`config.mk`:
```
export PLATFORM = sky130hd
export DESIGN_NAME = ram_sequencer_flat
export DESIGN_NICKNAME = d
export VERILOG_FILES = /design/src/logic/cpu_types_pkg.sv /design/src/logic/coherence_pkg.sv /design/src/logic/mem_job_if.sv /design/src/logic/ram_if.sv /design/src/logic/ram_sequencer.sv /design/src/flat_wrapper.sv
export VERILOG_INCLUDE_DIRS = /design/src /design/src/logic
export SDC_FILE = /design/constraint.sdc
export NUM_CORES = 1
export LEC_CHECK = 0
export ABC_AREA = 1
export BUFFER_PORTS_ARGS = -buffer_cell sky130_fd_sc_hd__buf_2
export CORE_AREA = 2 2 121 123
export DETAILED_ROUTE_END_ITERATION = 7
export DIE_AREA = 0 0 123 125
export SLEW_MARGIN = 10
export SYNTH_ARGS = -nofsm -noshare
export SYNTH_HDL_FRONTEND = slang
export SYNTH_SLANG_ARGS = --single-unit
```
`constraint.sdc`:
```
create_clock -name CLK -period 6.1 [get_ports CLK]
set_clock_uncertainty 0.05 [all_clocks]
set_input_delay 0.61 -clock CLK [delete_from_list [all_inputs] [get_ports CLK]]
set_output_delay 0.61 -clock CLK [all_outputs]
set_load 0.01 [all_outputs]
```
`src/logic/mem_config.svh`:
```
// macros for word width, RAM depth and RAM latency
`ifndef MEM_CONFIG_SVH
`define MEM_CONFIG_SVH

// width of a RAM word and of every cache data word
`define MEM_WORD_W 32

// number of words in the RAM
// word addresses wrap modulo this depth
`define MEM_RAM_DEPTH 256

// BUSY cycles the RAM spends before its ACCESS cycle
`define MEM_RAM_LATENCY 2

`endif

```
`src/logic/cpu_types_pkg.sv`:
```
// memory-side types: word, RAM state and core index
`default_nettype none

`include "mem_config.svh"

package cpu_types_pkg;

  // one RAM or cache word
  typedef logic [`MEM_WORD_W-1:0] word_t;

  // RAM handshake state, ACCESS lasts one cycle
  typedef enum logic [1:0]
  {
    FREE,
    BUSY,
    ACCESS
  } ramstate_t;

  typedef logic core_t;  // index of one of the two cores

endpackage

`default_nettype wire

```
`src/logic/coherence_pkg.sv`:
```
// transaction types: operation kind and job record
`default_nettype none

package coherence_pkg;
  import cpu_types_pkg::*;

  // what a job does on the RAM
  typedef enum logic [1:0]
  {
    OP_WRITE,  // data store or dirty writeback
    OP_LOAD,   // data load
    OP_INSTR,  // instruction fetch
    OP_SNOOP   // coherence miss, resolved before it reaches the RAM
  } mem_op_t;

  // one job as it moves down the pipeline
  typedef struct packed
  {
    mem_op_t op;
    core_t   core;   // core the job serves
    word_t   addr;   // word address
    word_t   data;   // store word
    logic    excl;   // requester wants the line exclusive
    logic    last;   // this job ends the core's request
  } mem_job_t;

endpackage

`default_nettype wire

```
`src/logic/mem_job_if.sv`:
```
// interface carrying one job between pipeline stages
`timescale 1ns/1ns
`default_nettype none

interface mem_job_if
  import coherence_pkg::*;
();

  logic     valid;  // one-cycle strobe, only while busy is low
  mem_job_t job;
  logic     busy;   // destination holds a job

  modport src
  (
    output valid,
    output job,
    input  busy
  );

  modport dst
  (
    input  valid,
    input  job,
    output busy
  );

endinterface

`default_nettype wire

```
`src/logic/ram_if.sv`:
```
// interface between the RAM sequencer and the RAM
`timescale 1ns/1ns
`default_nettype none

interface ram_if
  import cpu_types_pkg::*;
();

  logic      ren;
  logic      wen;
  word_t     addr;
  word_t     store;
  word_t     load;   // valid in the ACCESS cycle
  ramstate_t state;

  // request held until state shows ACCESS
  modport ctrl
  (
    output ren,
    output wen,
    output addr,
    output store,
    input  load,
    input  state
  );

  modport mem
  (
    input  ren,
    input  wen,
    input  addr,
    input  store,
    output load,
    output state
  );

endinterface

`default_nettype wire

```
`src/logic/ram_sequencer.sv`:
```
// RAM sequencer: one job on the RAM, wait strobes and load words
`timescale 1ns/1ns
`default_nettype none

`include "mem_config.svh"

module ram_sequencer
  import cpu_types_pkg::*, coherence_pkg::*;
(
  input  logic        CLK,
  input  logic        nRST,
  mem_job_if.dst      in,
  ram_if.ctrl         ram,
  output logic [1:0]  iwait,
  output logic [1:0]  dwait,
  output word_t [1:0] iload,
  output word_t [1:0] dload,
  output logic        done,
  output core_t       done_core
);

  logic     active;  // a job owns the RAM
  mem_job_t job;
  logic     fin;     // ACCESS cycle of the current job

  assign in.busy = active;
  assign fin     = active && (ram.state == ACCESS);

  assign ram.ren   = active && (job.op != OP_WRITE);
  assign ram.wen   = active && (job.op == OP_WRITE);
  assign ram.addr  = job.addr;
  assign ram.store = job.data;

  // writeback jobs without last leave the requester waiting
  assign done      = fin && job.last;
  assign done_core = job.core;

  always_comb
  begin
    for (int c = 0; c < 2; c++)
    begin
      iwait[c] = !(done && job.core == core_t'(c) && job.op == OP_INSTR);
      dwait[c] = !(done && job.core == core_t'(c) && job.op != OP_INSTR);
    end
  end

  assign iload[0] = ram.load;
  assign iload[1] = ram.load;
  assign dload[0] = ram.load;
  assign dload[1] = ram.load;

  always_ff @(posedge CLK or negedge nRST)
  begin
    if (!nRST)
      active <= 1'b0;
    else if (fin)
      active <= 1'b0;
    else if (in.valid)
      active <= 1'b1;
  end

  always_ff @(posedge CLK)
  begin
    if (!active && in.valid)
      job <= in.job;
  end

  a_one_op: assert property (@(posedge CLK) disable iff (!nRST)
    !(ram.ren && ram.wen))
    else $error("RAM read and write at once");

  // RAM sits BUSY for the configured latency, then ACCESS
  a_ram_timing: assert property (@(posedge CLK) disable iff (!nRST)
    $rose(active) |-> ##(`MEM_RAM_LATENCY + 1) (ram.state == ACCESS))
    else $error("RAM ACCESS not on time");

endmodule

`default_nettype wire

```
`src/flat_wrapper.sv`:
```
// flat-port wrapper written by rule: the top's interface ports become plain ports
module ram_sequencer_flat import cpu_types_pkg::*, coherence_pkg::*;
  (CLK, nRST, iwait, dwait, iload, dload, done, done_core, in_valid, in_job, in_busy, ram_ren, ram_wen, ram_addr, ram_store, ram_load, ram_state);
  mem_job_if in_i ();
  ram_if ram_i ();
  input  logic CLK;
  input  logic nRST;
  output logic [1:0] iwait;
  output logic [1:0] dwait;
  output word_t [1:0] iload;
  output word_t [1:0] dload;
  output logic done;
  output core_t done_core;
  input wire logic [$bits(in_i.valid)-1:0] in_valid;
  input wire logic [$bits(in_i.job)-1:0] in_job;
  output wire logic [$bits(in_i.busy)-1:0] in_busy;
  output wire logic [$bits(ram_i.ren)-1:0] ram_ren;
  output wire logic [$bits(ram_i.wen)-1:0] ram_wen;
  output wire logic [$bits(ram_i.addr)-1:0] ram_addr;
  output wire logic [$bits(ram_i.store)-1:0] ram_store;
  input wire logic [$bits(ram_i.load)-1:0] ram_load;
  input wire logic [$bits(ram_i.state)-1:0] ram_state;
  assign in_i.valid = in_valid;
  assign in_i.job = in_job;
  assign in_busy = in_i.busy;
  assign ram_ren = ram_i.ren;
  assign ram_wen = ram_i.wen;
  assign ram_addr = ram_i.addr;
  assign ram_store = ram_i.store;
  assign ram_i.load = ram_load;
  assign ram_i.state = ram_state;
  ram_sequencer u_core (.CLK(CLK), .nRST(nRST), .in(in_i), .ram(ram_i), .iwait(iwait), .dwait(dwait), .iload(iload), .dload(dload), .done(done), .done_core(done_core));
endmodule
```
==> metrics <==
status complete, no violations; # hold bufs at CTS 1; register area share after synthesis 57.4%; share of the synthesized area in the top cell type 56.7%; wire per inst 16.1 um; drt total wl 6.98 mm; largest net degree at the start of global routing 48; crit end category flip-flop; largest family of logic cells by synthesized area buffers and inverters; clk buf depth 2; # setup viols final 0; Syn Std Cell Area 3600 um2; Root Buffer clkbuf_16; core area 14200 um2; crit path max fanout 47; critical path's top delay family buffers and inverters; Yosys reg bits 69; worst-path cell chain nor2_4 -> buf_4; Initial Util 25.3%; Setup CP Type reg -> reg; CP bufs+invs 1; mux contribution to synthesized area 0%; clock sinks 69; DIE AREA 15400 um2; Pre-antenna DRT Iters 4; Worst Setup Start Kind flip-flop; Residual DRC 0; HP Class in -> reg; Setup Buffers After CTS 0; Max-slew headroom 59.2%; Synth Area in Adders 0%; maximum clock rate 0.495 GHz; Post-Syn Instances 279; nets 351; post-layout utilization of the core 24.2%; fill count 1523; post-DP HPWL 5.70 mm; post-cts sizing count 0; synthesized net count 385; fraction of layout cells with a size suffix above 1 65.6%; die height 125 um; I/O pin cnt 307; slowest stage delay, CP 600 ps; cell area after placement 3130 um2; dpl ws 3730 ps; RSZ-0062 raised after global routing false; final hold violations 0; Synth warnings 0; die width 123 um; max-cap viol count 0; Tot GR Track Use 8.81%; cell taking the most area after synthesis edfxtp_1; first-pass GRT wire length 9.70 mm; Worst Path Required 6010 ps; compound-gate portion of the synthesized area 0.278%; post-synthesis simple-gate area fraction 1.70%; Final Max Slew Viols 0; gr ovfl total 0; via/cell ratio 3.54; Fin Setup TNS 0 ps; total chip power 1150 uW; initial antenna violation count 1; VDD IR max 0.201 mV; Final min period 2020 ps; post-route cell area 3440 um2; Lkg Pwr 0.00140 uW; Via Count 1539; synth-to-layout area growth -4.38%; mean area per synthesized cell 12.9 um2; GP Congestion 0.724; Slowest-stage cell, CP buf_4; top cells by area, synth edfxtp_1, buf_4, dfrtp_1; Rows 44; number of global-route vias before repair 1688; synth unique cells 12; # H-tree levels 3; post-synthesis xor/xnor area fraction 0%; Clk Latency, worst-skew pair 320 ps; Worst-Margin Slew 610 ps; initial DRC count 42; number of port buffers 145; CTS tree yes; Worst EP arrival 1930 ps; PD cells 333 nW/um2; Tcrit/Tclk final 33.1%; total CTS buffers 9; Worst-path clk slew 60 ps; Worst Slack Setup Final 4080 ps; antenna violation net count after detailed routing 0
==> power by group <==
group | switching [uW] | internal, uW | total (uW)
sequential | 7.18 | 550 | 557
combinational | 42.6 | 32.9 | 75.5
clock | 193 | 320 | 513
total | 243 | 903 | 1150
==> flip-flops by register name (all words and copies together) (netlist names) <==
signal	flops
u_core.ram.addr	32
u_core.ram.store	32
u_core.job	3
u_core.done_core	1
u_core.in.busy	1
==> cells in the mapped netlist <==
cell type	number
buf_4	192
edfxtp_1	68
inv_1	5
nand4_1	4
a21oi_1	2
nor2_1	2
dfrtp_1	1
nand2_1	1
nand2_2	1
nor2_2	1
nor3_1	1
nor3b_1	1
==> worst register-to-register path, cell delays in order, from the launching register on <==
cell     delay [ps]
dfrtp_1         440
nor2_4          530
buf_4           610
==> placed cells by master (no fill, tap or decap), types with 2 or more instances in the layout <==
cell type,synthesis,routed
buf_2,0,145
edfxtp_1,68,68
clkbuf_16,0,9
inv_1,5,5
nand4_1,4,4
a21oi_1,2,2
clkinvlp_4,0,2
inv_6,0,2
==> area by class of cell <==
| class | instances | area (um2) | share of cell area (%) |
|---|---|---|---|
| Timing Repair Buffer | 147 | 743 | 21.6 |
| Tap cell | 184 | 230 | 6.69 |
| Inverter | 5 | 18.8 | 0.545 |
| Sequential cell | 69 | 2070 | 60.1 |
| Antenna cell | 1 | 2.50 | 0.0727 |
| Clock inverter | 6 | 71.3 | 2.07 |
| Clock buffer | 10 | 229 | 6.65 |
| Multi-Input combinational cell | 13 | 78.8 | 2.29 |
==> stage by stage <==
stage,std cells,hold WS [ps]
final,435,406
after global placement,417,336
after global routing,434,391
after floorplan,279,264
after detailed placement,417,338
after CTS,434,390
==> routing by layer <==
metal | track usage [%] | share of wire [%] | vias to the layer above | wire length, um
met5 | 0 | 0 | - | 0
met4 | 5.28 | 2.8 | 0 | 193
met3 | 6.30 | 19 | 12 | 1310
met2 | 15.0 | 51 | 197 | 3580
met1 | 7.19 | 27 | 669 | 1900
li1 | - | - | 661 | -
==> final timing paths <==
check                                      startpoint  depth (start not counted)                              to  slack [ps]
max                        u_core.in.busy$_DFFE_PN0P_                          2  u_core.ram.store[16]$_DFFE_PP_        4080
min                                        in_job[54]                          1   u_core.ram.addr[20]$_DFFE_PP_         410
max reg2reg                u_core.in.busy$_DFFE_PN0P_                          2  u_core.ram.store[16]$_DFFE_PP_        4080
min reg2reg                u_core.in.busy$_DFFE_PN0P_                          2      u_core.in.busy$_DFFE_PN0P_         630
max in group asynchronous                        nRST                          2      u_core.in.busy$_DFFE_PN0P_        5380
min in group asynchronous                        nRST                          2      u_core.in.busy$_DFFE_PN0P_         540
==> kinds of logic after synthesis <==
logic type	Yosys count
AOI/OAI and AO/OA	2
buffers and inverters	197
and+or+nand+nor	11
DFF	69
No activity file was read; power rests on OpenSTA's default activity.
