## config.mk

```make
export PLATFORM = sky130hd
export DESIGN_NAME = snoop_resolver_flat
export DESIGN_NICKNAME = d
export VERILOG_FILES = /design/src/logic/cpu_types_pkg.sv /design/src/logic/coherence_pkg.sv /design/src/logic/mem_job_if.sv /design/src/logic/snoop_resolver.sv /design/src/flat_wrapper.sv
export VERILOG_INCLUDE_DIRS = /design/src /design/src/logic
export SDC_FILE = /design/constraint.sdc
export NUM_CORES = 1
export LEC_CHECK = 0
export ABC_AREA = 1
export BUFFER_PORTS_ARGS = -buffer_cell sky130_fd_sc_hd__buf_2
export CAP_MARGIN = 40
export CORE_UTILIZATION = 44
export CTS_BUF_LIST = sky130_fd_sc_hd__clkbuf_8
export DETAILED_ROUTE_END_ITERATION = 16
export PLACE_DENSITY_LB_ADDON = 0.12
export SETUP_SLACK_MARGIN = 0.05
export SYNTH_ARGS = -nofsm -noshare
export SYNTH_HDL_FRONTEND = slang
export SYNTH_SLANG_ARGS = --single-unit
```

## constraint.sdc

```tcl
create_clock -name CLK -period 4.4 [get_ports CLK]
set_input_delay 0.66 -clock CLK [delete_from_list [all_inputs] [get_ports CLK]]
set_output_delay 0.66 -clock CLK [all_outputs]
set_load 0.03 [all_outputs]
```

## src/logic/mem_config.svh

```systemverilog
// macros for word width, RAM depth and RAM latency
`ifndef MEM_CONFIG_SVH
`define MEM_CONFIG_SVH

// width of a RAM word and of every cache data word
`define MEM_WORD_W 32

// number of words in the RAM
// word addresses wrap modulo this depth
`define MEM_RAM_DEPTH 256

// BUSY cycles the RAM spends before its ACCESS cycle
`define MEM_RAM_LATENCY 2

`endif

```

## src/logic/cpu_types_pkg.sv

```systemverilog
// memory-side types: word, RAM state and core index
`default_nettype none

`include "mem_config.svh"

package cpu_types_pkg;

  // one RAM or cache word
  typedef logic [`MEM_WORD_W-1:0] word_t;

  // RAM handshake state, ACCESS lasts one cycle
  typedef enum logic [1:0]
  {
    FREE,
    BUSY,
    ACCESS
  } ramstate_t;

  typedef logic core_t;  // index of one of the two cores

endpackage

`default_nettype wire

```

## src/logic/coherence_pkg.sv

```systemverilog
// transaction types: operation kind and job record
`default_nettype none

package coherence_pkg;
  import cpu_types_pkg::*;

  // what a job does on the RAM
  typedef enum logic [1:0]
  {
    OP_WRITE,  // data store or dirty writeback
    OP_LOAD,   // data load
    OP_INSTR,  // instruction fetch
    OP_SNOOP   // coherence miss, resolved before it reaches the RAM
  } mem_op_t;

  // one job as it moves down the pipeline
  typedef struct packed
  {
    mem_op_t op;
    core_t   core;   // core the job serves
    word_t   addr;   // word address
    word_t   data;   // store word
    logic    excl;   // requester wants the line exclusive
    logic    last;   // this job ends the core's request
  } mem_job_t;

endpackage

`default_nettype wire

```

## src/logic/mem_job_if.sv

```systemverilog
// interface carrying one job between pipeline stages
`timescale 1ns/1ns
`default_nettype none

interface mem_job_if
  import coherence_pkg::*;
();

  logic     valid;  // one-cycle strobe, only while busy is low
  mem_job_t job;
  logic     busy;   // destination holds a job

  modport src
  (
    output valid,
    output job,
    input  busy
  );

  modport dst
  (
    input  valid,
    input  job,
    output busy
  );

endinterface

`default_nettype wire

```

## src/logic/snoop_resolver.sv

```systemverilog
// snoop resolver: peer snoop handshake, writeback and load job split
`timescale 1ns/1ns
`default_nettype none

`include "mem_config.svh"

module snoop_resolver
  import cpu_types_pkg::*, coherence_pkg::*;
(
  input  logic        CLK,
  input  logic        nRST,
  input  logic [1:0]  cctrans,
  input  logic [1:0]  ccwrite,
  input  word_t [1:0] dstore,
  output logic [1:0]  ccwait,
  output logic [1:0]  ccinv,
  output word_t [1:0] ccsnoopaddr,
  mem_job_if.dst      in,
  mem_job_if.src      out
);

  typedef enum logic [2:0]
  {
    S_IDLE,
    S_FWD,    // pass a plain job on
    S_SNOOP,  // peer stalled, waiting for its answer
    S_WB,     // emit the dirty writeback
    S_LOAD    // emit the requester's load
  } snoop_state_t;

  snoop_state_t state;
  mem_job_t     job_q;
  word_t        wb_data;       // peer's dirty word
  logic [1:0]   ccwait_q;
  word_t [1:0]  snoop_addr_q;
  mem_job_t     out_job;
  core_t        peer;
  logic         fire;          // out.valid this cycle

  assign peer    = ~job_q.core;
  assign in.busy = (state != S_IDLE);
  assign fire    = (state == S_FWD || state == S_WB || state == S_LOAD) && !out.busy;

  always_comb
  begin
    out_job = job_q;
    if (state == S_WB)
    begin
      out_job.op   = OP_WRITE;
      out_job.core = peer;
      out_job.data = wb_data;
      out_job.excl = 1'b0;
      out_job.last = 1'b0;  // requester still waits for its load
    end
    else if (state == S_LOAD)
    begin
      out_job.op   = OP_LOAD;
      out_job.last = 1'b1;
    end
  end

  assign out.valid = fire;
  assign out.job   = out_job;

  always_comb
  begin
    ccinv = 2'b00;
    if (state == S_LOAD && fire && job_q.excl)
      ccinv[peer] = 1'b1;  // one cycle, with the load strobe
  end

  assign ccwait      = ccwait_q;
  assign ccsnoopaddr = snoop_addr_q;

  always_ff @(posedge CLK or negedge nRST)
  begin
    if (!nRST)
    begin
      state        <= S_IDLE;
      ccwait_q     <= 2'b00;
      snoop_addr_q <= {2{{`MEM_WORD_W{1'b0}}}};
    end
    else
    begin
      case (state)
        S_IDLE:
        begin
          if (in.valid && in.job.op == OP_SNOOP)
          begin
            state                      <= S_SNOOP;
            ccwait_q[~in.job.core]     <= 1'b1;
            snoop_addr_q[~in.job.core] <= in.job.addr;
          end
          else if (in.valid)
            state <= S_FWD;
        end
        S_FWD:
        begin
          if (fire)
            state <= S_IDLE;
        end
        S_SNOOP:
        begin
          if (cctrans[peer])
            state <= ccwrite[peer] ? S_WB : S_LOAD;  // dirty copy goes back first
        end
        S_WB:
        begin
          if (fire)
            state <= S_LOAD;
        end
        S_LOAD:
        begin
          if (fire)
          begin
            state    <= S_IDLE;
            ccwait_q <= 2'b00;  // snoop over, release the peer
          end
        end
        default: state <= S_IDLE;
      endcase
    end
  end

  always_ff @(posedge CLK)
  begin
    if (state == S_IDLE && in.valid)
      job_q <= in.job;
    if (state == S_SNOOP && cctrans[peer])
      wb_data <= dstore[peer];
  end

  a_one_snoop: assert property (@(posedge CLK) disable iff (!nRST)
    !(ccwait[0] && ccwait[1]))
    else $error("both caches stalled by a snoop");

  a_inv_in_snoop: assert property (@(posedge CLK) disable iff (!nRST)
    (ccinv & ~ccwait) == 2'b00)
    else $error("invalidate sent outside a snoop");

endmodule

`default_nettype wire

```

## src/flat_wrapper.sv

```systemverilog
// flat-port wrapper written by rule: the top's interface ports become plain ports
module snoop_resolver_flat import cpu_types_pkg::*, coherence_pkg::*;
  (CLK, nRST, cctrans, ccwrite, dstore, ccwait, ccinv, ccsnoopaddr, in_valid, in_job, in_busy, out_valid, out_job, out_busy);
  mem_job_if in_i ();
  mem_job_if out_i ();
  input  logic CLK;
  input  logic nRST;
  input  logic [1:0] cctrans;
  input  logic [1:0] ccwrite;
  input  word_t [1:0] dstore;
  output logic [1:0] ccwait;
  output logic [1:0] ccinv;
  output word_t [1:0] ccsnoopaddr;
  input wire logic [$bits(in_i.valid)-1:0] in_valid;
  input wire logic [$bits(in_i.job)-1:0] in_job;
  output wire logic [$bits(in_i.busy)-1:0] in_busy;
  output wire logic [$bits(out_i.valid)-1:0] out_valid;
  output wire logic [$bits(out_i.job)-1:0] out_job;
  input wire logic [$bits(out_i.busy)-1:0] out_busy;
  assign in_i.valid = in_valid;
  assign in_i.job = in_job;
  assign in_busy = in_i.busy;
  assign out_valid = out_i.valid;
  assign out_job = out_i.job;
  assign out_i.busy = out_busy;
  snoop_resolver u_core (.CLK(CLK), .nRST(nRST), .cctrans(cctrans), .ccwrite(ccwrite), .dstore(dstore), .ccwait(ccwait), .ccinv(ccinv), .ccsnoopaddr(ccsnoopaddr), .in(in_i), .out(out_i));
endmodule
```

==> reports/summary.txt <==
status - finished clean
# rows - 46
Post-CTS Setup Bufs - 0
DR DRC count - 0
Worst path max stage delay - 0.67 ns
type of the worst min-delay path - input pin to async pin
Ys Warns - 0
CP max stage cell - nor2_4
final worst path period need - 3.395 ns
initial core utilization - 45.00%
EDFF count, synth - 101
Final Hold Vio Count - 0
CTS Buf Count - 17
Setup-failing EPs final - 0
core area - 15,890 um^2
drt total wl - 17,170 um
Hold-fix buffers, CTS - 0
largest net degree at the start of global routing - 41
Die Height - 129.5 um
Worst Skew - 0.007831 ns
Mapped Area - 7148 um^2
leakage - 4.479 nW
Final GP Congestion - 0.8250
Peak VDD IR - 379.9 uV
accumulated negative setup slack - 0 ns
CTS tree - built
Final ANT Viol Nets - 0
post-DR wirelength/cell - 15.12 um
Commonest cells post-synth - nand2_1 (276), edfxtp_1 (101), dfrtp_1 (69)
clock root buffer - clkbuf_8
Post-synth ARST share - 40.59%
input/output buffers - 279
Total GRT Usage - 20.67%
syn_area_per_cell - 10.86 um^2
relative slew slack - 42.28%
crit-path cells - inv_2 -> nand2_1 -> nor2_4 -> inv_2 -> nand2_1 -> nand2_1 -> buf_2
IO Pins - 280
most common cell in the netlist - nand2_1
Nets - 1,047
data required time of the worst path - 3.74 ns
antenna violations before repair - 0
Cells after DPL - 1,103
Final Max Tran Viols - 0
layout cells sized above 1 - 41.24%
GR Overflow Total - 0
Maximum Capacitance Violations - 0
ratio of final minimum period to clock period - 77.15%
Die Area - 16,760 um^2
top cells by area, synth - edfxtp_1 (42%), dfrtp_1 (24%), nand2_1 (14%)
Longest Clk Path Bufs - 2
Clock Sinks - 170
Pwr Density - 698.8 nW/um^2
Synth Flop Type - edfxtp_1
register area share after synthesis - 66.58%
Syn Inst Count - 658
Initial DRC Count - 344
vias per inst - 4.577
RSZ-0062 raised after global routing - no
Vias - 5,200
critical path endpoint category - output port
fin cells - 1,136
Synth Register Bits - 170
cts repair resizes - 0
CP arrival - 2.73 ns
clk slew on worst S/H paths - 0.09 ns
maximum clock frequency - 294.6 MHz
Syn-to-layout area delta - 24.31%
H-tree depth - 4
DIE WIDTH - 129.5 um
post-synth top area share - 42.43%
leading area contributor after synthesis - edfxtp_1
most used cell, CP - nand2_1
Fillers - 1,457
DRT Pass-1 Iters - 4
Slew @ Worst Pin - 0.8637 ns
CP max FO - 37
hpwl dp - 12,330 um
vias in the first global route - 5,091
crit start category - flip-flop
global-route wire length before repair - 25,770 um
syn nets - 799
Synth cell types - 22
clk_lat worst skew - 0.44 ns
CP Class - flip-flop to output port
power breakdown:
group / total, mW / internal [mW] / switching (mW) / leakage [nW]
combinational: 2.67 / 0.747 / 1.92 / 2.49
clock: 1.04 / 0.493 / 0.548 / 0.182
sequential: 2.50 / 2.28 / 0.225 / 1.81
total: 6.21 / 3.52 / 2.69 / 4.48
final timing paths:
path                                   startpoint                     end  slack, ns  cells past startpoint
max                               u_core.state[2]             out_job[19]       1.01                      7
min                                          nRST  u_core.ccsnoopaddr[43]       0.31                      1
max reg2reg                      u_core.job_q[66]      u_core.wb_data[22]       2.14                      7
min reg2reg                u_core.ccsnoopaddr[15]  u_core.ccsnoopaddr[15]       0.48                      2
max in group asynchronous                    nRST  u_core.ccsnoopaddr[62]       3.12                      2
min in group CLK                       in_job[26]        u_core.job_q[26]       0.39                      1
sequential cells by signal (all words and copies together) (netlist names):
register	flops
u_core.out.job	32
u_core.state	3
u_core.job_q	37
u_core.ccsnoopaddr	64
u_core.wb_data	32
u_core.ccwait	2
layout by cell type (no fill, tap or decap), drive strengths merged:
master      n
a21oi       4
buf       288
bufinv      2
clkbuf     17
clkinv      8
clkinvlp    3
dfrtp      69
diode       1
edfxtp    101
inv        51
nand2     289
nand3       8
nor2       12
nor3        2
o21ai      64
xor2        1
layer usage:
metal | share of wire [%] | GRT usage (%)
met5 | 0 | 0
met4 | 1.8 | 8.003
met3 | 8.1 | 7.391
met2 | 48 | 34.88
met1 | 42 | 24.16
area by class of cell:
class	instances	area [um^2]	area share, %
multi-input cells	380	1772	19.94
clock buffers	17	234.0	2.633
repair buffers	288	1529	17.21
diodes	1	2.502	0.02816
clock inverters	15	135.1	1.521
inverters	49	183.9	2.070
flip-flops and latches	170	4760	53.56
well taps	216	270.3	3.041
worst max-delay path, delay by kind of cell (launching register included):
kind / cells / cell delay [ns]
buf+inv: 3 / 0.81
flops: 1 / 0.41
simple gates: 4 / 1.05
per-stage QoR:
| step | worst slack, ns | hold slack (ns) | utilization (%) | power [mW] | instance area (um^2) |
|---|---|---|---|---|---|
| floorplan | 0.2974 | 0.3644 | - | 4.435 | 7148 |
| global placement | 1.546 | 0.4616 | 53.13 | 5.124 | 8439 |
| detailed placement | 1.465 | 0.4635 | 53.60 | 5.228 | 8514 |
| CTS | 0.9642 | 0.3036 | 55.92 | 6.279 | 8884 |
| global route | 0.7375 | 0.3390 | 55.92 | 6.576 | 8884 |
| finish | 1.005 | 0.3071 | 55.94 | 6.210 | 8886 |
cell families after synthesis:
group	after synthesis	synth area share [%]
xor gates and xnor gates	1	0.1225
buffers and inverters	108	8.769
DFF	170	66.59
AOI/OAI and AO/OA	68	7.177
and+or+nand+nor	311	17.35
No activity file was read; power rests on OpenSTA's default activity.
