`config.mk`:
```
export PLATFORM = sky130hd
export DESIGN_NAME = request_arbiter_flat
export DESIGN_NICKNAME = d
export VERILOG_FILES = /design/src/logic/cpu_types_pkg.sv /design/src/logic/coherence_pkg.sv /design/src/logic/mem_job_if.sv /design/src/logic/request_arbiter.sv /design/src/flat_wrapper.sv
export VERILOG_INCLUDE_DIRS = /design/src /design/src/logic
export SDC_FILE = /design/constraint.sdc
export NUM_CORES = 1
export LEC_CHECK = 0
export ABC_CLOCK_PERIOD_IN_PS = 4430
export BUFFER_PORTS_ARGS = -buffer_cell sky130_fd_sc_hd__buf_2
export CAP_MARGIN = 40
export CELL_PAD_IN_SITES_DETAIL_PLACEMENT = 0
export CELL_PAD_IN_SITES_GLOBAL_PLACEMENT = 1
export CORE_MARGIN = 2
export CORE_UTILIZATION = 29
export CTS_CLUSTER_DIAMETER = 80
export DETAILED_ROUTE_END_ITERATION = 16
export PLACE_DENSITY = 0.77
export SYNTH_ARGS = -nofsm -noshare
export SYNTH_HDL_FRONTEND = slang
export SYNTH_SLANG_ARGS = --single-unit
```
`constraint.sdc`:
```
create_clock -name CLK -period 4.43 [get_ports CLK]
set_input_delay 0.2215 -clock CLK [delete_from_list [all_inputs] [get_ports CLK]]
set_output_delay 0.2215 -clock CLK [all_outputs]
set_load 0.01 [all_outputs]
```
`src/logic/mem_config.svh`:
```
// macros for word width, RAM depth and RAM latency
`ifndef MEM_CONFIG_SVH
`define MEM_CONFIG_SVH

// width of a RAM word and of every cache data word
`define MEM_WORD_W 32

// number of words in the RAM
// word addresses wrap modulo this depth
`define MEM_RAM_DEPTH 256

// BUSY cycles the RAM spends before its ACCESS cycle
`define MEM_RAM_LATENCY 2

`endif

```
`src/logic/cpu_types_pkg.sv`:
```
// memory-side types: word, RAM state and core index
`default_nettype none

`include "mem_config.svh"

package cpu_types_pkg;

  // one RAM or cache word
  typedef logic [`MEM_WORD_W-1:0] word_t;

  // RAM handshake state, ACCESS lasts one cycle
  typedef enum logic [1:0]
  {
    FREE,
    BUSY,
    ACCESS
  } ramstate_t;

  typedef logic core_t;  // index of one of the two cores

endpackage

`default_nettype wire

```
`src/logic/coherence_pkg.sv`:
```
// transaction types: operation kind and job record
`default_nettype none

package coherence_pkg;
  import cpu_types_pkg::*;

  // what a job does on the RAM
  typedef enum logic [1:0]
  {
    OP_WRITE,  // data store or dirty writeback
    OP_LOAD,   // data load
    OP_INSTR,  // instruction fetch
    OP_SNOOP   // coherence miss, resolved before it reaches the RAM
  } mem_op_t;

  // one job as it moves down the pipeline
  typedef struct packed
  {
    mem_op_t op;
    core_t   core;   // core the job serves
    word_t   addr;   // word address
    word_t   data;   // store word
    logic    excl;   // requester wants the line exclusive
    logic    last;   // this job ends the core's request
  } mem_job_t;

endpackage

`default_nettype wire

```
`src/logic/mem_job_if.sv`:
```
// interface carrying one job between pipeline stages
`timescale 1ns/1ns
`default_nettype none

interface mem_job_if
  import coherence_pkg::*;
();

  logic     valid;  // one-cycle strobe, only while busy is low
  mem_job_t job;
  logic     busy;   // destination holds a job

  modport src
  (
    output valid,
    output job,
    input  busy
  );

  modport dst
  (
    input  valid,
    input  job,
    output busy
  );

endinterface

`default_nettype wire

```
`src/logic/request_arbiter.sv`:
```
// request arbiter: fixed priority, fetch LRU and per-core pending bits
`timescale 1ns/1ns
`default_nettype none

`include "mem_config.svh"

module request_arbiter
  import cpu_types_pkg::*, coherence_pkg::*;
(
  input  logic        CLK,
  input  logic        nRST,
  input  logic [1:0]  iREN,
  input  logic [1:0]  dREN,
  input  logic [1:0]  dWEN,
  input  logic [1:0]  cctrans,
  input  logic [1:0]  ccwrite,
  input  word_t [1:0] iaddr,
  input  word_t [1:0] daddr,
  input  word_t [1:0] dstore,
  input  logic        done,
  input  core_t       done_core,
  mem_job_if.src      out
);

  logic [1:0] pending;     // core has a job in flight
  logic [1:0] snoop_pend;  // core has a snoop in flight
  logic       lru;         // fetch winner on a tie
  logic       valid_q;
  mem_job_t   job_q;

  logic [1:0] free_core;
  logic       tie;         // both free cores fetch at once
  core_t      fetch_core;
  logic       grant;
  logic       issue;
  mem_job_t   grant_job;

  function automatic mem_job_t make_job(mem_op_t op, core_t core, word_t addr,
                                        word_t data, logic excl);
    mem_job_t j;
    j.op   = op;
    j.core = core;
    j.addr = addr;
    j.data = data;
    j.excl = excl;
    j.last = 1'b1;  // arbiter jobs always close the request
    return j;
  endfunction

  always_comb
  begin
    free_core  = ~pending;
    tie        = free_core[0] && free_core[1] && iREN[0] && iREN[1];
    fetch_core = tie ? core_t'(lru) : core_t'(!(free_core[0] && iREN[0]));
    grant      = 1'b1;
    grant_job  = make_job(OP_LOAD, 1'b0, {`MEM_WORD_W{1'b0}}, {`MEM_WORD_W{1'b0}}, 1'b0);

    // a peer answering a snoop also raises cctrans, so one snoop at a time
    if (free_core[0] && dWEN[0])
      grant_job = make_job(OP_WRITE, 1'b0, daddr[0], dstore[0], 1'b0);
    else if (free_core[0] && cctrans[0] && snoop_pend == 2'b00)
      grant_job = make_job(OP_SNOOP, 1'b0, daddr[0], dstore[0], ccwrite[0]);
    else if (free_core[1] && dWEN[1])
      grant_job = make_job(OP_WRITE, 1'b1, daddr[1], dstore[1], 1'b0);
    else if (free_core[1] && cctrans[1] && snoop_pend == 2'b00)
      grant_job = make_job(OP_SNOOP, 1'b1, daddr[1], dstore[1], ccwrite[1]);
    else if (free_core[0] && dREN[0])
      grant_job = make_job(OP_LOAD, 1'b0, daddr[0], dstore[0], 1'b0);
    else if (free_core[1] && dREN[1])
      grant_job = make_job(OP_LOAD, 1'b1, daddr[1], dstore[1], 1'b0);
    else if ((free_core & iREN) != 2'b00)
      grant_job = make_job(OP_INSTR, fetch_core, iaddr[fetch_core], {`MEM_WORD_W{1'b0}}, 1'b0);
    else
      grant = 1'b0;
  end

  // never two strobes in a row, the next stage raises busy a cycle late
  assign issue = grant && !valid_q && !out.busy;

  always_ff @(posedge CLK or negedge nRST)
  begin
    if (!nRST)
    begin
      pending    <= 2'b00;
      snoop_pend <= 2'b00;
      lru        <= 1'b0;
      valid_q    <= 1'b0;
    end
    else
    begin
      valid_q <= issue;
      if (done)
      begin
        pending[done_core]    <= 1'b0;
        snoop_pend[done_core] <= 1'b0;
      end
      if (issue)
      begin
        pending[grant_job.core] <= 1'b1;
        if (grant_job.op == OP_SNOOP)
          snoop_pend[grant_job.core] <= 1'b1;
        if (tie && grant_job.op == OP_INSTR)
          lru <= !lru;  // point away from the fetch just granted
      end
    end
  end

  always_ff @(posedge CLK)
  begin
    if (issue)
      job_q <= grant_job;
  end

  assign out.valid = valid_q;
  assign out.job   = job_q;

  // a core gets no second job before its done comes back from the sequencer
  a_no_double_issue: assert property (@(posedge CLK) disable iff (!nRST)
    out.valid |-> ($past(pending) & (2'b01 << out.job.core)) == 2'b00)
    else $error("job issued for a core with a job in flight");

endmodule

`default_nettype wire

```
`src/flat_wrapper.sv`:
```
// flat-port wrapper written by rule: the top's interface ports become plain ports
module request_arbiter_flat import cpu_types_pkg::*, coherence_pkg::*;
  (CLK, nRST, iREN, dREN, dWEN, cctrans, ccwrite, iaddr, daddr, dstore, done, done_core, out_valid, out_job, out_busy);
  mem_job_if out_i ();
  input  logic CLK;
  input  logic nRST;
  input  logic [1:0] iREN;
  input  logic [1:0] dREN;
  input  logic [1:0] dWEN;
  input  logic [1:0] cctrans;
  input  logic [1:0] ccwrite;
  input  word_t [1:0] iaddr;
  input  word_t [1:0] daddr;
  input  word_t [1:0] dstore;
  input  logic done;
  input  core_t done_core;
  output wire logic [$bits(out_i.valid)-1:0] out_valid;
  output wire logic [$bits(out_i.job)-1:0] out_job;
  input wire logic [$bits(out_i.busy)-1:0] out_busy;
  assign out_valid = out_i.valid;
  assign out_job = out_i.job;
  assign out_i.busy = out_busy;
  request_arbiter u_core (.CLK(CLK), .nRST(nRST), .iREN(iREN), .dREN(dREN), .dWEN(dWEN), .cctrans(cctrans), .ccwrite(ccwrite), .iaddr(iaddr), .daddr(daddr), .dstore(dstore), .done(done), .done_core(done_core), .out(out_i));
endmodule
```
==> summary.md, run 1 <==
| Metric | Value |
|---|---|
| Status | complete, no violations |
| Synth-to-Final Area Change | 50.0% |
| Post-synth EDFFs | 68 |
| Cell Area, Placed | approximately 0.0053 sq mm |
| Total wire length | between 10000 and 15000 um |
| Critical Path Source Type | register |
| CTS tree | built |
| Top cells by area, synth | edfxtp_1 (55%), a221o_1 (8.6%), mux2i_1 (8.6%), a22o_1 (7.8%), dfrtp_1 (4.0%) |
| Setup TNS | 0 ns |
| CP startpoint | u_core.pending[1]$_DFF_PN0_ |
| Multi-input logic area | between 0.001 and 0.0015 sq mm |
| Avg Vias per Cell | roughly 4.8 |
| Die X | ~120 um |
| Initial Util | around 30% |
| Internal reg-to-reg setup slack | between 1.5 and 2 ns |
| Post-Synthesis Cells | between 200 and 300 |
| Die Area | ~0.014 sq mm |
| Post-synthesis sequential element count | 74 |
| Synth warn | 0 |
| Required time at the worst-slack endpoint | between 4 and 5 ns |
| Pre-Repair DR Iteration Count | 6 |
| Placed insts | between 700 and 800 |
| Vias post-DR | about 3500 |
| Post_cts resized | 0 |
| Comb power frac | between 40% and 50% |
| Flop pwr share | a little over a third |
| Reg-to-reg critical path startpoint | u_core.pending[1]$_DFF_PN0_ |
| Core area | about 0.013 sq mm |
| Layout cells sized above 1 | 54.2% |
| Layout fillers | roughly 1200 |
| Max-slew headroom | about 44% |
| Worst-Skew Late Latency | between 0.3 and 0.4 ns |
| Critical R2R Capture | u_core.out.job[48]$_DFFE_PP_ |
| Final hold vios | 0 |
| F_max | roughly 370 MHz |
| Setup WS pre-CTS | 1.71 ns |
| Final clock period utilization by the worst path | about 61% |
| Ant diodes | 0 |
| Total Routing Usage GR | between 10% and 20% |
| Worst Hold Class | in2reg |
| GP Congestion | around 0.81 |
| Design Area, Final | 0.00558 sq mm |
| Row cnt | between 40 and 50 |
| # IOs | 277 |
| Asr flop ratio synth | slightly above 8% |
| R2R depth | 5 |
| PwrDens | just under 600 mW/mm^2 |
| Clk sink count | 74 |
| MaxCap Viol Count | 0 |
| Die Height | 117 um |
| Worst slew pin tran | 0.837 ns |
| Ys flop type | edfxtp_1 |
| Count leader, synth | edfxtp_1 |
| Largest fanout on the critical path | 39 |
| Number of global-route vias before repair | approximately 3200 |
| Syn avg cell area | ~13 sq um |
| Detail Route Antenna Nets | 0 |
| WS Path Type | reg2reg |
| CTS buffer count | 9 |
| Seq/Total Area, Yosys | 59.0% |
| Avg WL per Cell | about 16 um |
| Clk pwr share | 20.1% |
| Switching Share | a little over a third |
| Initial antenna violation count | 0 |
| Top post-synthesis cells by count | edfxtp_1 (68), nor2_1 (40), a22o_1 (33) |
| IO buf count | between 200 and 300 |
| Cell variety after synth | 36 |
| CTS H-tree lvls | 3 |
| Max Transition Viols Final | 0 |
| Final Skew | around 0.012 ns |
| Synth top area share | 54.9% |
| Register area | approximately 0.0022 sq mm |
| Remaining Overflow, GRT | 0 |
| Area leader, netlist | edfxtp_1 |
| Setup crit end | u_core.out.job[48]$_DFFE_PP_ |
| Nets | ~760 |
| Synthesized Nets | 491 |
| Clock-pin slew on the worst setup and hold paths | 0.06 ns |
| Largest net degree at the start of global routing | 40 |
| Initial DRC Count | ~160 |
| Unrepaired setup endpoints after global routing | no |
| Fin cells | roughly 730 |
| Internal power | 0.00215 W |
| First-pass GRT wire length | 15800 um |
| Root Buffer | clkbuf_16 |
| Setup-failing EPs final | 0 |
| Hpwl dp | 8930 um |
| Setup crit end kind | register |
| Deepest clock path buffer count | 2 |
| DRC | 0 |
| Arrival time worst endpoint | 2.80 ns |
| Worst IR drop on VDD | between 0.2 and 0.25 mV |
| Net switching power | 0.00114 W |
| Final Critical Period | around 2.7 ns |
| P_leak | 2.70 nW |
| Fin worst setup slack | approximately 1.7 ns |
| Mapped Area | 0.00372 sq mm |
[layout make-up]
| type | instances | share of cell area, % |
|---|---|---|
| clock buffers | 10 | 4.11 |
| clock inverters | 6 | 0.763 |
| inverters | 5 | 0.337 |
| multi-input cells | 182 | 24.7 |
| flip-flops and latches | 74 | 39.3 |
| well taps | 172 | 3.86 |
| repair buffers | 284 | 26.9 |
[what timing repair did]
action	4_1_cts	5_1_grt
setup buffers	0	0
hold buffers	1	0
hold endpoints to repair	6	0
[per-stage QoR]
stage | utilization [%] | power, W | hold slack (ns)
after floorplan | - | 0.00216 | -0.0741
after global placement | 41.5 | 0.00255 | 0.0517
after detailed placement | 42.1 | 0.00266 | 0.0531
after CTS | 44.4 | 0.00334 | 0.167
after global routing | 44.4 | 0.00350 | 0.162
final | 44.4 | 0.00330 | 0.180
[flip-flops by register name, indices dropped and copies added, names as in the netlist]
| name | count |
|---|---|
| u_core.out.valid | 1 |
| u_core.lru | 1 |
| u_core.pending | 2 |
| u_core.out.job | 68 |
| u_core.snoop_pend | 2 |
[critical path: stages (launching register included)]
cell and delay [ns]:
dfrtp_1 0.46, or4b_1 0.66, and2_4 0.21, a21o_2 0.47, buf_16 0.29, a221o_1 0.36
[power groups by stage]
stage	registers [W]	logic [W]	clock network, W
finish	0.00119	0.00144	0.000664
global route	0.00122	0.00157	0.000709
CTS	0.00120	0.00146	0.000682
detailed placement	0.00121	0.00145	0
global placement	0.00121	0.00135	0
floorplan	0.00132	0.000835	0
[layout by cell type (no fill, tap or decap), types with 2 or more instances in the layout]
cell type  count
nor2_1        40
a21oi_1        3
dfrtp_1        6
edfxtp_1      68
nor2b_1        3
o21ai_0        8
mux2i_1       32
nand2_1        5
clkinv_4       2
nor3_1         3
buf_2        275
a32o_1         2
buf_4          5
nand2b_1       4
clkbuf_16      9
a22o_1        33
a221o_1       32
inv_1          4
buf_16         2
[cell families after synthesis]
logic type | share of synthesized area [%]
muxes | 8.62
and+or+nand+nor | 7.91
AOI/OAI and AO/OA | 19.8
DFF | 59.0
other | 0.101
xor gates and xnor gates | 0.236
buffers and inverters | 4.41
[routing by layer]
metal | part of all wire, % | vias to the layer above | global-route usage (%)
li1 | - | 1678 | -
met1 | 38 | 1597 | 16.0
met2 | 52 | 196 | 28.7
met3 | 9.2 | 11 | 4.94
met4 | 1.5 | 0 | 5.57
met5 | 0 | - | 0
[worst min-delay path by stage]
stage / from / endpoint / slack [ns] / cells after the start
after detailed placement: nRST / u_core.out.valid$_DFF_PN0_ / 0.05 / 1
after global placement: nRST / u_core.out.valid$_DFF_PN0_ / 0.05 / 1
after global routing: dstore[59] / u_core.out.job[29]$_DFFE_PP_ / 0.16 / 2
final: dstore[55] / u_core.out.job[25]$_DFFE_PP_ / 0.18 / 2
after CTS: dstore[55] / u_core.out.job[25]$_DFFE_PP_ / 0.17 / 2
after floorplan: nRST / u_core.lru$_DFFE_PN0P_ / -0.07 / 0
Note: power is estimated with default switching activity, not from simulation.
==> run 2, diff against run 1 <==
--- a/config.mk
+++ b/config.mk
@@ -6,16 +6,16 @@
 export SDC_FILE = /design/constraint.sdc
 export NUM_CORES = 1
 export LEC_CHECK = 0
-export ABC_CLOCK_PERIOD_IN_PS = 4430
+export ABC_CLOCK_PERIOD_IN_PS = 2450
 export BUFFER_PORTS_ARGS = -buffer_cell sky130_fd_sc_hd__buf_2
 export CAP_MARGIN = 40
 export CELL_PAD_IN_SITES_DETAIL_PLACEMENT = 0
 export CELL_PAD_IN_SITES_GLOBAL_PLACEMENT = 1
 export CORE_MARGIN = 2
-export CORE_UTILIZATION = 29
+export CORE_UTILIZATION = 27
 export CTS_CLUSTER_DIAMETER = 80
 export DETAILED_ROUTE_END_ITERATION = 16
-export PLACE_DENSITY = 0.77
+export PLACE_DENSITY = 0.75
 export SYNTH_ARGS = -nofsm -noshare
 export SYNTH_HDL_FRONTEND = slang
 export SYNTH_SLANG_ARGS = --single-unit
==> constraint.sdc (replaced) <==
create_clock -name CLK -period 2.45 [get_ports CLK]
set_input_delay 0.1225 -clock CLK [delete_from_list [all_inputs] [get_ports CLK]]
set_output_delay 0.1225 -clock CLK [all_outputs]
set_load 0.01 [all_outputs]
==> run 2 against run 1 <==
Net effect:
- count of clock-buffer cells in the layout up 1
- critical path type unchanged
- wire length up 4.7%
- critical endpoint is now u_core.out.job[59]$_DFFE_PP_
- highest routed layer unchanged
- combinational power up 88%
- final area up 0.85%
- first-iteration DRC count up 3.2%
==> summary.md, run 2 (synthesis gave the netlist of run 1 again) <==
| Metric | Value |
|---|---|
| Deepest clock path buffer count | 2 (unchanged) |
| First-pass GRT wire length | 16900 um (+6.7%) |
| Die X | 121 um (+3.5%) |
| Worst IR drop on VDD | 0.512 mV (+160%) |
| Final hold vios | 0 (unchanged) |
| Required time at the worst-slack endpoint | 2.52 ns (-1.98 ns) |
| Die Height | 121 um (+3.5%) |
| Number of global-route vias before repair | 3324 (+2.3%) |
| Worst-Skew Late Latency | 0.33 ns (about the same) |
| Vias post-DR | 3474 (-0.23%) |
| CTS H-tree lvls | 3 (unchanged) |
| # IOs | 277 (unchanged) |
| Most frequent cells in the layout | buf_2 (275), edfxtp_1 (68), nor2_1 (40) |
| Avg Vias per Cell | 4.69 (-1.2%) |
| Total wire length | 12000 um (+4.7%) |
| Nets | 766 (+0.39%) |
| Met2 Wirelength | 6150 um (+3.3%) |
| IO buf count | 275 (unchanged) |
| Top Metal Used | met4 |
| Hpwl dp | 9300 um (+4.1%) |
| Avg WL per Cell | 16.3 um (+3.7%) |
| Setup TNS | 0 ns (unchanged) |
| CTS tree | built |
| # Post-CTS Setup Buffers | 0 (unchanged) |
| Worst Hold Class | in2reg |
| Max FFs per register | 68 (unchanged) |
| Initial Util | 27.8% (-1.7 points) |
| Cell Area, Placed | 0.00536 sq mm (+1.2%) |
| Layout cells sized above 1 | 54.7% (+0.52 points) |
| Core area | 0.0133 sq mm (+6.2%) |
| Total Routing Usage GR | 15.3% (-0.096 points) |
| WS Path Type | reg2reg |
| Largest fanout on the critical path | 47 (+21%) |
| Clk sink count | 74 (unchanged) |
| DR WL met3 | 1140 um (+8.2%) |
| F_max | 460 MHz (+25%) |
| Setup-failing EPs final | 0 (unchanged) |
| Detail Route Antenna Nets | 0 (unchanged) |
| Setup crit end kind | register |
| Die Area | 0.0147 sq mm (+7.1%) |
| Clock-pin slew on the worst setup and hold paths | 0.06 ns (about the same) |
| Final hold slack | 0.0876 ns (-0.0923 ns) |
| Final Critical Period | 2.18 ns (-0.547 ns) |
| Initial DRC Count | 163 (+3.2%) |
| Synth-to-Final Area Change | 51.3% |
| Met1 Wirelength | 4570 um (+5.5%) |
| Final Skew | 0.00517 ns (-0.00710 ns) |
| Root Buffer | clkbuf_16 |
| Row cnt | 42 (+2.4%) |
| Status | complete, no violations |
| DRC | 0 (unchanged) |
| Commonest non-fill, non-tap cell in the layout | buf_2 |
| Critical Path Source Type | register |
| Design Area, Final | 0.00562 sq mm (+0.85%) |
| Arrival time worst endpoint | 2.25 ns (-0.55 ns) |
| Initial antenna violation count | 1 (+1) |
| Post_cts resized | 0 (unchanged) |
| Unrepaired setup endpoints after global routing | no |
| P_leak | 2.71 nW (+0.60%) |
| Remaining Overflow, GRT | 0 (unchanged) |
| GP Congestion | 0.822 (+1.5%) |
| CTS buffer count | 9 (unchanged) |
| Largest net degree at the start of global routing | 48 (+20%) |
| Pre-Repair DR Iteration Count | 4 (-2) |
| Final clock period utilization by the worst path | 88.8% (+27 points) |
| Max Transition Viols Final | 0 (unchanged) |
| PwrDens | 1070 mW/mm^2 (+80%) |
| MaxCap Viol Count | 0 (unchanged) |
-- run 2: changes by cell type in the layout (fill, tap and decap cells not counted), sizes merged --
cell    previous run  this run
buf              283       286
clkbuf            10        11
diode              0         1
inv                6         4
-- run 2: worst max-delay path, cell delays in order, from the launching register on --
cell and delay [ns]:
dfrtp_1 0.40, or4b_1 0.55, and2_4 0.20, a21o_2 0.21, buf_12 0.17, a221o_1 0.37
-- run 2: path summary, 6_finish.rpt --
kind / start / end / slack [ns] / cells after the start
setup / recovery: u_core.snoop_pend[1]$_DFF_PN0_ / u_core.out.job[59]$_DFFE_PP_ / 0.27 / 5
hold / removal: dstore[32] / u_core.out.job[2]$_DFFE_PP_ / 0.09 / 2
setup reg to reg: u_core.snoop_pend[1]$_DFF_PN0_ / u_core.out.job[59]$_DFFE_PP_ / 0.27 / 5
hold reg to reg: u_core.lru$_DFFE_PN0P_ / u_core.lru$_DFFE_PN0P_ / 0.50 / 1
max in group asynchronous: nRST / u_core.lru$_DFFE_PN0P_ / 2.14 / 2
min in group asynchronous: nRST / u_core.pending[0]$_DFF_PN0_ / 0.16 / 2
-- run 2: what timing repair did --
item	4_1_cts	5_1_grt
endpoints found under the hold margin	6	0
endpoints found under the setup margin	0	0
hold buffers	1	0
-- run 2: where the power goes --
part           internal, W  switching (W)
Clock             0.000673       0.000477
Combinational      0.00122        0.00148
Sequential         0.00203       0.000124
-- run 2: layer usage --
metal,vias to the layer above,track usage [%]
li1,1686,-
met1,1573,16.3
met2,202,28.4
met3,13,4.23
met4,0,5.82
met5,-,0
-- run 2: through the flow --
stage,instances,setup slack [ns],util [%],power [W]
finish,740,0.274,42.1,0.00600
global route,739,0.214,42.1,0.00637
CTS,739,0.268,42.1,0.00609
detailed placement,723,0.284,40.1,0.00490
global placement,723,0.318,40.1,0.00485
floorplan,284,-0.0866,-,0.00391
-- run 2: cell type report --
cell class / instances / area [sq um]
Fill cell: 1277 / 7720
Inverter: 5 / 22.5
Antenna cell: 1 / 2.50
Timing Repair Buffer: 287 / 1540
Tap cell: 176 / 220
Sequential cell: 74 / 2190
Clock buffer: 11 / 233
Clock inverter: 4 / 20.0
Multi-Input combinational cell: 182 / 1390
